File: config.mk
export PLATFORM = sky130hd
export DESIGN_NAME = flow_control
export DESIGN_NICKNAME = d
export VERILOG_FILES = /design/src/design/flow_control_pkg.sv /design/src/design/branch_arbiter.sv /design/src/design/branch_unit.sv /design/src/design/config_decoder.sv /design/src/design/delay_line.sv /design/src/design/flow_control.sv /design/src/design/pc_controller.sv
export VERILOG_INCLUDE_DIRS = /design/src /design/src/design
export SDC_FILE = /design/constraint.sdc
export NUM_CORES = 1
export LEC_CHECK = 0
export BUFFER_PORTS_ARGS = -buffer_cell sky130_fd_sc_hd__buf_2
export CORE_MARGIN = 5
export CORE_UTILIZATION = 40
export DETAILED_ROUTE_END_ITERATION = 12
export PLACE_DENSITY = 0.6
export SETUP_SLACK_MARGIN = 0.05
export SKIP_CTS_REPAIR_TIMING = 1
export SYNTH_ARGS = -nofsm -noshare
export SYNTH_HDL_FRONTEND = slang
export SYNTH_SLANG_ARGS = --single-unit
File: constraint.sdc
create_clock -name clock -period 3.49 [get_ports clock]
set_input_delay 0.1745 -clock clock [delete_from_list [all_inputs] [get_ports clock]]
set_output_delay 0.1745 -clock clock [all_outputs]
set_load 0.01 [all_outputs]
File: src/design/flow_control_defs.svh
// Flow control widths, counts and config address map
`ifndef FLOW_CONTROL_DEFS_SVH
`define FLOW_CONTROL_DEFS_SVH

// ----------------------------------------------------------------------
// Program counter and threads

`define FC_PC_WIDTH        10
// Stages between PC issue and the instruction coming back
`define FC_FETCH_DEPTH     3
// One thread in flight per fetch stage, plus the one being issued
`define FC_THREAD_COUNT    (`FC_FETCH_DEPTH + 1)
`define FC_THREAD_WIDTH    2

// ----------------------------------------------------------------------
// Branch units and config bus

`define FC_BRANCH_COUNT    4
`define FC_BRANCH_WIDTH    2
`define FC_ADDR_WIDTH      10
`define FC_WORD_WIDTH      16

// Config words start here, laid out as branch, then thread, then field
`define FC_CONFIG_BASE     10'h200
`define FC_CONFIG_ENTRIES  3
`define FC_CONFIG_SPAN     (`FC_BRANCH_COUNT * `FC_THREAD_COUNT * `FC_CONFIG_ENTRIES)

// Field selector within one branch/thread entry
`define FC_FIELD_WIDTH     2
`define FC_FIELD_ORIGIN    2'd0
`define FC_FIELD_DEST      2'd1
`define FC_FIELD_CTRL      2'd2

// Layout of the control word
`define FC_COND_MSB        2
`define FC_COND_LSB        0
`define FC_ANNUL_BIT       3

`endif

File: src/design/flow_control_pkg.sv
// Shared types for the flow control block and its branch units
`include "flow_control_defs.svh"

package flow_control_pkg;

    // ALU flags of the previous instruction
    // R zero and sign tests already folded into zero and negative
    typedef struct packed {
        logic zero;
        logic negative;
        logic carry;
        logic overflow;
    } flags_t;

    // Branch condition, as stored in bits 2..0 of the control word
    typedef enum logic [2:0] {
        cond_never        = 3'd0,
        cond_always       = 3'd1,
        cond_zero         = 3'd2,
        cond_not_zero     = 3'd3,
        cond_negative     = 3'd4,
        cond_not_negative = 3'd5,
        cond_carry        = 3'd6,
        cond_overflow     = 3'd7
    } cond_t;

    // Thread and PC of one fetch, carried down the fetch pipe
    typedef struct packed {
        logic [`FC_THREAD_WIDTH-1:0] thread;
        logic [`FC_PC_WIDTH-1:0]     pc;
    } fetch_tag_t;

    // Decision of one branch unit, or the arbitrated winner
    typedef struct packed {
        logic                    jump;
        logic                    cancel;
        logic [`FC_PC_WIDTH-1:0] destination;
    } branch_result_t;

    // Decoded config store, broadcast to every branch unit
    typedef struct packed {
        logic                        wren;
        logic [`FC_BRANCH_WIDTH-1:0] branch;
        logic [`FC_THREAD_WIDTH-1:0] thread;
        logic [`FC_FIELD_WIDTH-1:0]  field;
        logic [`FC_WORD_WIDTH-1:0]   data;
    } config_write_t;

endpackage

File: src/design/branch_arbiter.sv
// Branch arbiter: passes the lowest-numbered branch that jumps
`timescale 1ns/1ps
`include "flow_control_defs.svh"

module branch_arbiter (
    input  flow_control_pkg::branch_result_t results [`FC_BRANCH_COUNT],
    output flow_control_pkg::branch_result_t chosen
);

    // Set once a jumping branch has been taken in the scan
    logic found;

    // ----------------------------------------------------------------------
    // Fixed priority, index 0 first

    always_comb begin
        // No jump at all gives an all-zero result
        chosen = '0;
        found  = 1'b0;
        for (int i = 0; i < `FC_BRANCH_COUNT; i++) begin
            // Higher indices are ignored once a winner exists
            if (!found && results[i].jump) begin
                chosen = results[i];
                found  = 1'b1;
            end
        end
    end

endmodule

File: src/design/branch_unit.sv
// Branch unit: per-thread branch entry storage and evaluation against the returning fetch
`timescale 1ns/1ps
`include "flow_control_defs.svh"

module branch_unit #(
    parameter int BRANCH_ID = 0
) (
    input  logic                             clock,
    input  logic                             rst_n,
    input  flow_control_pkg::config_write_t  config_write,
    input  flow_control_pkg::fetch_tag_t     current,
    input  flow_control_pkg::flags_t         flags_previous,
    output flow_control_pkg::branch_result_t result
);
    import flow_control_pkg::*;

    localparam logic [`FC_BRANCH_WIDTH-1:0] MY_BRANCH = `FC_BRANCH_WIDTH'(BRANCH_ID);

    // ----------------------------------------------------------------------
    // Per-thread entry

    logic [`FC_PC_WIDTH-1:0] origin      [`FC_THREAD_COUNT];
    logic [`FC_PC_WIDTH-1:0] destination [`FC_THREAD_COUNT];
    cond_t                   condition   [`FC_THREAD_COUNT];
    logic                    annul       [`FC_THREAD_COUNT];

    logic  selected;
    cond_t cond_now;
    logic  origin_match;
    logic  cond_true;
    logic  jump;

    // Store addressed to this unit
    assign selected = config_write.wren && (config_write.branch == MY_BRANCH);

    // Origin and destination words
    always_ff @(posedge clock) begin
        if (selected) begin
            case (config_write.field)
                `FC_FIELD_ORIGIN:
                    origin[config_write.thread] <= config_write.data[`FC_PC_WIDTH-1:0];
                `FC_FIELD_DEST:
                    destination[config_write.thread] <= config_write.data[`FC_PC_WIDTH-1:0];
                default: ;
            endcase
        end
    end

    // Control word; condition never keeps the unit quiet until programmed
    always_ff @(posedge clock or negedge rst_n) begin
        if (!rst_n) begin
            for (int i = 0; i < `FC_THREAD_COUNT; i++) begin
                condition[i] <= cond_never;
                annul[i]     <= 1'b0;
            end
        end else if (selected && (config_write.field == `FC_FIELD_CTRL)) begin
            condition[config_write.thread] <=
                cond_t'(config_write.data[`FC_COND_MSB:`FC_COND_LSB]);
            annul[config_write.thread] <= config_write.data[`FC_ANNUL_BIT];
        end
    end

    // ----------------------------------------------------------------------
    // Evaluation for the thread whose instruction just came back

    always_comb begin
        cond_now     = condition[current.thread];
        origin_match = (origin[current.thread] == current.pc);
        case (cond_now)
            cond_always:       cond_true = 1'b1;
            cond_zero:         cond_true = flags_previous.zero;
            cond_not_zero:     cond_true = !flags_previous.zero;
            cond_negative:     cond_true = flags_previous.negative;
            cond_not_negative: cond_true = !flags_previous.negative;
            cond_carry:        cond_true = flags_previous.carry;
            cond_overflow:     cond_true = flags_previous.overflow;
            default:           cond_true = 1'b0;
        endcase
        jump = origin_match && cond_true && (cond_now != cond_never);
    end

    assign result.jump        = jump;
    // Annul only matters when the branch is taken
    assign result.cancel      = jump && annul[current.thread];
    assign result.destination = destination[current.thread];

endmodule

File: src/design/config_decoder.sv
// Config decoder: gates config stores and splits the address into branch, thread and field
`timescale 1ns/1ps
`include "flow_control_defs.svh"

module config_decoder (
    input  logic                            config_strobe,
    input  logic                            cancel_current,
    input  logic [`FC_ADDR_WIDTH-1:0]       config_addr,
    input  logic [`FC_WORD_WIDTH-1:0]       config_data,
    output flow_control_pkg::config_write_t config_write
);

    // Address window, all kept at address width
    localparam logic [`FC_ADDR_WIDTH-1:0] BASE    = `FC_CONFIG_BASE;
    localparam logic [`FC_ADDR_WIDTH-1:0] BOUND   = BASE + `FC_ADDR_WIDTH'(`FC_CONFIG_SPAN - 1);
    localparam logic [`FC_ADDR_WIDTH-1:0] ENTRIES = `FC_ADDR_WIDTH'(`FC_CONFIG_ENTRIES);
    localparam logic [`FC_ADDR_WIDTH-1:0] THREADS = `FC_ADDR_WIDTH'(`FC_THREAD_COUNT);

    logic                      in_range;
    logic [`FC_ADDR_WIDTH-1:0] offset;
    // Index of the branch/thread entry, before the field split
    logic [`FC_ADDR_WIDTH-1:0] entry;

    always_comb begin
        in_range = (config_addr >= BASE) && (config_addr <= BOUND);
        offset   = config_addr - BASE;
        entry    = offset / ENTRIES;
    end

    // Store must be live, not annulled, and land inside our window
    assign config_write.wren   = config_strobe && !cancel_current && in_range;
    assign config_write.branch = `FC_BRANCH_WIDTH'(entry / THREADS);
    assign config_write.thread = `FC_THREAD_WIDTH'(entry % THREADS);
    assign config_write.field  = `FC_FIELD_WIDTH'(offset % ENTRIES);
    assign config_write.data   = config_data;

    // No branch unit decodes a fourth field
    always_comb begin
        if (config_write.wren) begin
            assert (config_write.field <= `FC_FIELD_CTRL)
                else $error("config_decoder: field %0d out of range", config_write.field);
        end
    end

endmodule

File: src/design/delay_line.sv
// Delay line: fixed-depth shift register for any packed payload type
`timescale 1ns/1ps

module delay_line #(
    parameter type T     = logic,
    parameter int  DEPTH = 1
) (
    input  logic clock,
    input  logic rst_n,
    input  T     in,
    output T     out
);

    T stages [DEPTH];

    // Stage 0 takes the input, the rest shift one place per clock
    always_ff @(posedge clock or negedge rst_n) begin
        if (!rst_n) begin
            for (int i = 0; i < DEPTH; i++) begin
                stages[i] <= '0;
            end
        end else begin
            stages[0] <= in;
            for (int i = 1; i < DEPTH; i++) begin
                stages[i] <= stages[i-1];
            end
        end
    end

    assign out = stages[DEPTH-1];

endmodule

File: src/design/flow_control.sv
// Flow control: issues per-thread PCs and applies programmed branches to returning fetches
`timescale 1ns/1ps
`include "flow_control_defs.svh"

module flow_control (
    input  logic                        clock,
    input  logic                        rst_n,
    input  logic                        config_strobe,
    input  logic                        cancel_current,
    input  logic [`FC_ADDR_WIDTH-1:0]   config_addr,
    input  logic [`FC_WORD_WIDTH-1:0]   config_data,
    input  flow_control_pkg::flags_t    flags_previous,
    output logic [`FC_PC_WIDTH-1:0]     pc,
    output logic [`FC_THREAD_WIDTH-1:0] thread,
    output logic                        cancel
);
    import flow_control_pkg::*;

    config_write_t  config_write;
    // Tag going out to fetch, and the same tag coming back
    fetch_tag_t     issued;
    fetch_tag_t     current;
    branch_result_t results [`FC_BRANCH_COUNT];
    branch_result_t chosen;

    // ----------------------------------------------------------------------
    // Config path

    config_decoder u_decoder (
        .config_strobe  (config_strobe),
        .cancel_current (cancel_current),
        .config_addr    (config_addr),
        .config_data    (config_data),
        .config_write   (config_write)
    );

    // ----------------------------------------------------------------------
    // Parallel branch units, all looking at the returning tag

    for (genvar b = 0; b < `FC_BRANCH_COUNT; b++) begin : g_branch
        branch_unit #(
            .BRANCH_ID (b)
        ) u_branch (
            .clock          (clock),
            .rst_n          (rst_n),
            .config_write   (config_write),
            .current        (current),
            .flags_previous (flags_previous),
            .result         (results[b])
        );
    end

    branch_arbiter u_arbiter (
        .results (results),
        .chosen  (chosen)
    );

    // ----------------------------------------------------------------------
    // PC issue and fetch pipe

    pc_controller u_controller (
        .clock   (clock),
        .rst_n   (rst_n),
        .current (current),
        .chosen  (chosen),
        .issued  (issued)
    );

    // Keeps each PC aligned with its fetched instruction
    delay_line #(
        .T     (fetch_tag_t),
        .DEPTH (`FC_FETCH_DEPTH)
    ) u_fetch_pipe (
        .clock (clock),
        .rst_n (rst_n),
        .in    (issued),
        .out   (current)
    );

    assign pc     = issued.pc;
    assign thread = issued.thread;
    // Annuls the instruction after the taken branch
    assign cancel = chosen.cancel;

endmodule

File: src/design/pc_controller.sv
// PC controller: round-robin thread issue and per-thread PC table update
`timescale 1ns/1ps
`include "flow_control_defs.svh"

module pc_controller (
    input  logic                             clock,
    input  logic                             rst_n,
    input  flow_control_pkg::fetch_tag_t     current,
    input  flow_control_pkg::branch_result_t chosen,
    output flow_control_pkg::fetch_tag_t     issued
);

    localparam logic [`FC_THREAD_WIDTH-1:0] LAST_THREAD =
        `FC_THREAD_WIDTH'(`FC_THREAD_COUNT - 1);
    localparam int                          FILL_WIDTH  = $clog2(`FC_FETCH_DEPTH + 1);
    localparam logic [FILL_WIDTH-1:0]       FILL_DONE   = FILL_WIDTH'(`FC_FETCH_DEPTH);

    logic [`FC_THREAD_WIDTH-1:0] counter;
    logic [`FC_THREAD_WIDTH-1:0] next_thread;
    logic [`FC_PC_WIDTH-1:0]     pc_table [`FC_THREAD_COUNT];
    logic [`FC_PC_WIDTH-1:0]     next_pc;
    // Cycles since reset, saturating once the fetch pipe holds real tags
    logic [FILL_WIDTH-1:0]       fill_count;

    // ----------------------------------------------------------------------
    // Issue side

    assign next_thread = (counter == LAST_THREAD) ? '0 : counter + 1'b1;

    always_ff @(posedge clock or negedge rst_n) begin
        if (!rst_n) begin
            counter <= '0;
        end else begin
            counter <= next_thread;
        end
    end

    assign issued.thread = counter;
    assign issued.pc     = pc_table[counter];

    // ----------------------------------------------------------------------
    // Return side

    // Taken branch wins, else fall through (wraps at 1023)
    assign next_pc = chosen.jump ? chosen.destination : current.pc + 1'b1;

    always_ff @(posedge clock or negedge rst_n) begin
        if (!rst_n) begin
            for (int i = 0; i < `FC_THREAD_COUNT; i++) begin
                pc_table[i] <= '0;
            end
        end else begin
            pc_table[current.thread] <= next_pc;
        end
    end

    always_ff @(posedge clock or negedge rst_n) begin
        if (!rst_n) begin
            fill_count <= '0;
        end else if (fill_count != FILL_DONE) begin
            fill_count <= fill_count + 1'b1;
        end
    end

    // Returning thread is the one issued next, so its update is seen in time
    a_thread_in_step: assert property (
        @(posedge clock) disable iff (!rst_n)
        (fill_count == FILL_DONE) |-> (current.thread == next_thread)
    ) else $error("pc_controller: returning thread %0d, next issue %0d",
                  current.thread, next_thread);

endmodule

==> flow_summary.ini <==
[yosys]
synth-seq-cells = 462
synth_edf_count = 320
netlist_instances = 1112
yosys_warnings = 0
synth-seq-area-share = 0.6829
ys_async_sr_fraction = 0.3074
syn-mean-instance-area_um2 = 17.33
synth_area_um2 = 19270
syn_nets = 1150
synth.distinct_cells = 67
ys.flop_type = edfxtp_1

[clock_tree]
cts_max_path_buffers = 3
cts_tree = done
cts_max_level = 2
insertion_delay_ps = 580
clk_pin_slew_worst_paths_ps = 60
cts.sinks = 462
cts_inserted_buffers = 48
root_buffer = clkbuf_16

[sta]
fmax_ghz = 0.2699
whs_ps = 169.7
rsz0062_at_grt = yes
slew_headroom = 0.1181
drv_slew = 0
clock_skew_ps = 22.92
worst_slew_pin_slew_ps = 1314
setup_tns_ps = -8539
period_needed_ps = 3705
timing.final.crit_share = 1.062
setup_viol = 160
worst_slack_ps = -215.1
hold_viol_final = 0

[global_route]
grt_antenna_before_repair = 0
grt_pass1_wl_mm = 68.92
grt_pass1_vias = 11120
grt_usage = 0.1707
overflow = 0
grt_start_max_net_pins = 89

[job]
maxCapViolations = 0

[routing]
wl_per_cell_um = 23.63
vias_per_cell = 5.489
drc = 0
wl_mm = 46.77
first_iter_violations = 748
vias = 10860
drt_pre_antenna_iters = 5
ant_nets = 0

[outcome]
status = finished, violations left
violations = setup timing

[worst_setup_path]
cp.required_ps = 3320
cp_cell_sequence = clkbuf_16 -> buf_4 -> mux4_2 -> or2_2 -> a21oi_1 -> nor3_1 -> o2111ai_2 -> buf_4 -> nand3_2 -> buf_6 -> o21ai_2 -> buf_2
crit_path_max_fanout = 9
critPathArrivalTime_ps = 3530
end_kind = primary output
path_class = register to primary output
critPathLaunchType = register
critPathMostFrequentCell = buf_4
path_buf_inv = 5
critPathMaxStageDelay_ps = 550
crit_slowest_cell = mux4_2
cp_top_family = buffers and inverters

[final_layout]
antenna_cells = 0
layout.nets = 1363
syn2layout_area_growth_pct = 25.83
layout-drive-gt1-share = 0.4289
fillers = 3795

[power_and_ir_drop]
power.total_uw = 11610
leakagePower_uw = 0.008835
power_density_nw_per_um2 = 478.5
ir_worst_vdd_mv = 0.3065

[placement]
dp_slack_ps = -761.7
place_hpwl_mm = 28.61
gp_congestion = 0.7807
io_buffers = 40

[floorplanning]
initial_core_util = 0.4037
chipHeight_um = 229.5
io_pins = 47
fp.dieW_um = 229.5
die_area_um2 = 52680
row_count = 80
core-area_um2 = 47750

[min_path]
hold_class = input port to register
[metal layers]
metal	wire length, um	share of wire	GRT usage
met5	0	0	0
met4	953	0.020	0.05262
met3	1737	0.037	0.02440
met2	23190	0.50	0.2784
met1	20890	0.45	0.2402
[through the flow]
step             util  std cells  cell area (um2)
3_3_place_gp   0.4458       1841            21280
6_report       0.5080       1979            24250
2_1_floorplan       -       1112            19420
5_1_grt        0.5080       1979            24250
4_1_cts        0.4788       1930            22860
3_5_place_dp   0.4458       1841            21280
[cell families (layout without fill, tap and decap cells)]
group / Yosys count / in the layout / share of synthesized area
mux: 200 / 200 / 0.1777
fa+ha+maj: 4 / 4 / 0.002597
compound gates: 98 / 98 / 0.03181
flops: 462 / 462 / 0.6829
buf+inv: 73 / 324 / 0.01616
simple gates: 223 / 224 / 0.06524
xor+xnor: 52 / 52 / 0.02363
[Yosys cell counts, types with 8 or more instances]
cell type,count,area [um2]
o21ai_0,43,215.2
mux2i_1,17,170.2
xor2_1,14,122.6
buf_1,8,30.03
nand4_1,16,100.1
buf_2,18,90.09
and3_1,8,50.05
nand2_1,54,202.7
inv_1,12,45.04
dfrtp_1,142,3553
mux2_2,69,777.0
edfxtp_1,320,9609
mux2_1,8,90.09
clkbuf_1,31,116.4
xnor2_1,38,332.8
a21oi_1,14,70.07
nand3_1,30,150.1
mux4_2,106,2387
nor2_1,49,183.9
[area by class of cell]
type | instances | area, um2 | share of cell area
inverters | 12 | 45.04 | 0.001857
multi-input cells | 578 | 6569 | 0.2708
clock inverters | 28 | 286.5 | 0.01181
clock buffers | 61 | 1291 | 0.05324
flip-flops and latches | 462 | 13170 | 0.5430
well taps | 615 | 769.5 | 0.03173
repair buffers | 223 | 2122 | 0.08749
[cells in the final DEF (no fill, tap or decap), drive strengths merged, types with 3 or more instances in the layout]
cell / n
nor3b: 4
a21oi: 14
nand4b: 6
and3: 8
nor2: 50
o22ai: 6
mux2i: 17
mux4: 106
clkinv: 20
a21boi: 3
xnor2: 38
o221ai: 3
dfrtp: 142
and2: 5
inv: 14
ha: 4
or3: 3
nand2b: 6
o21ai: 48
bufinv: 6
mux2: 77
a211oi: 3
nand4: 16
nand2: 54
or4b: 6
nor3: 7
clkbuf: 63
edfxtp: 320
or2: 3
o21a: 3
nand3b: 6
xor2: 14
nand3: 32
nor4b: 3
nor4: 7
buf: 220
[path summary, 6_finish.rpt]
kind / startpoint / to / slack, ps / cells after the start
worst max-delay path: u_fetch_pipe.out[10] / cancel / -220 / 12
worst min-delay path: config_data[9] / g_branch[0].u_branch.destination[2][9] / 170 / 1
worst max register to register: u_fetch_pipe.out[10] / u_controller.pc_table[32] / 90 / 13
worst min register to register: u_fetch_pipe.stages[17] / u_fetch_pipe.out[5] / 350 / 0
max in group asynchronous: rst_n / u_fetch_pipe.stages[32] / 2500 / 3
min in group asynchronous: rst_n / u_fetch_pipe.out[10] / 200 / 2
[flip-flops by register name (all words and copies together), names as in the netlist]
register / flops
u_fetch_pipe.out: 12
g_branch.u_branch.annul: 16
g_branch.u_branch.origin: 160
g_branch.u_branch.destination: 160
u_controller.pc_table: 40
u_controller.counter: 2
u_fetch_pipe.stages: 24
g_branch.u_branch.condition: 48
[power breakdown]
part | internal (uW) | switching [uW] | total [uW] | leakage (uW)
sequential | 5890 | 6.81 | 5900 | 0.00471
combinational | 227 | 359 | 586 | 0.00335
clock | 3050 | 2070 | 5120 | 0.000774
Note: power is estimated with default switching activity, not from simulation.
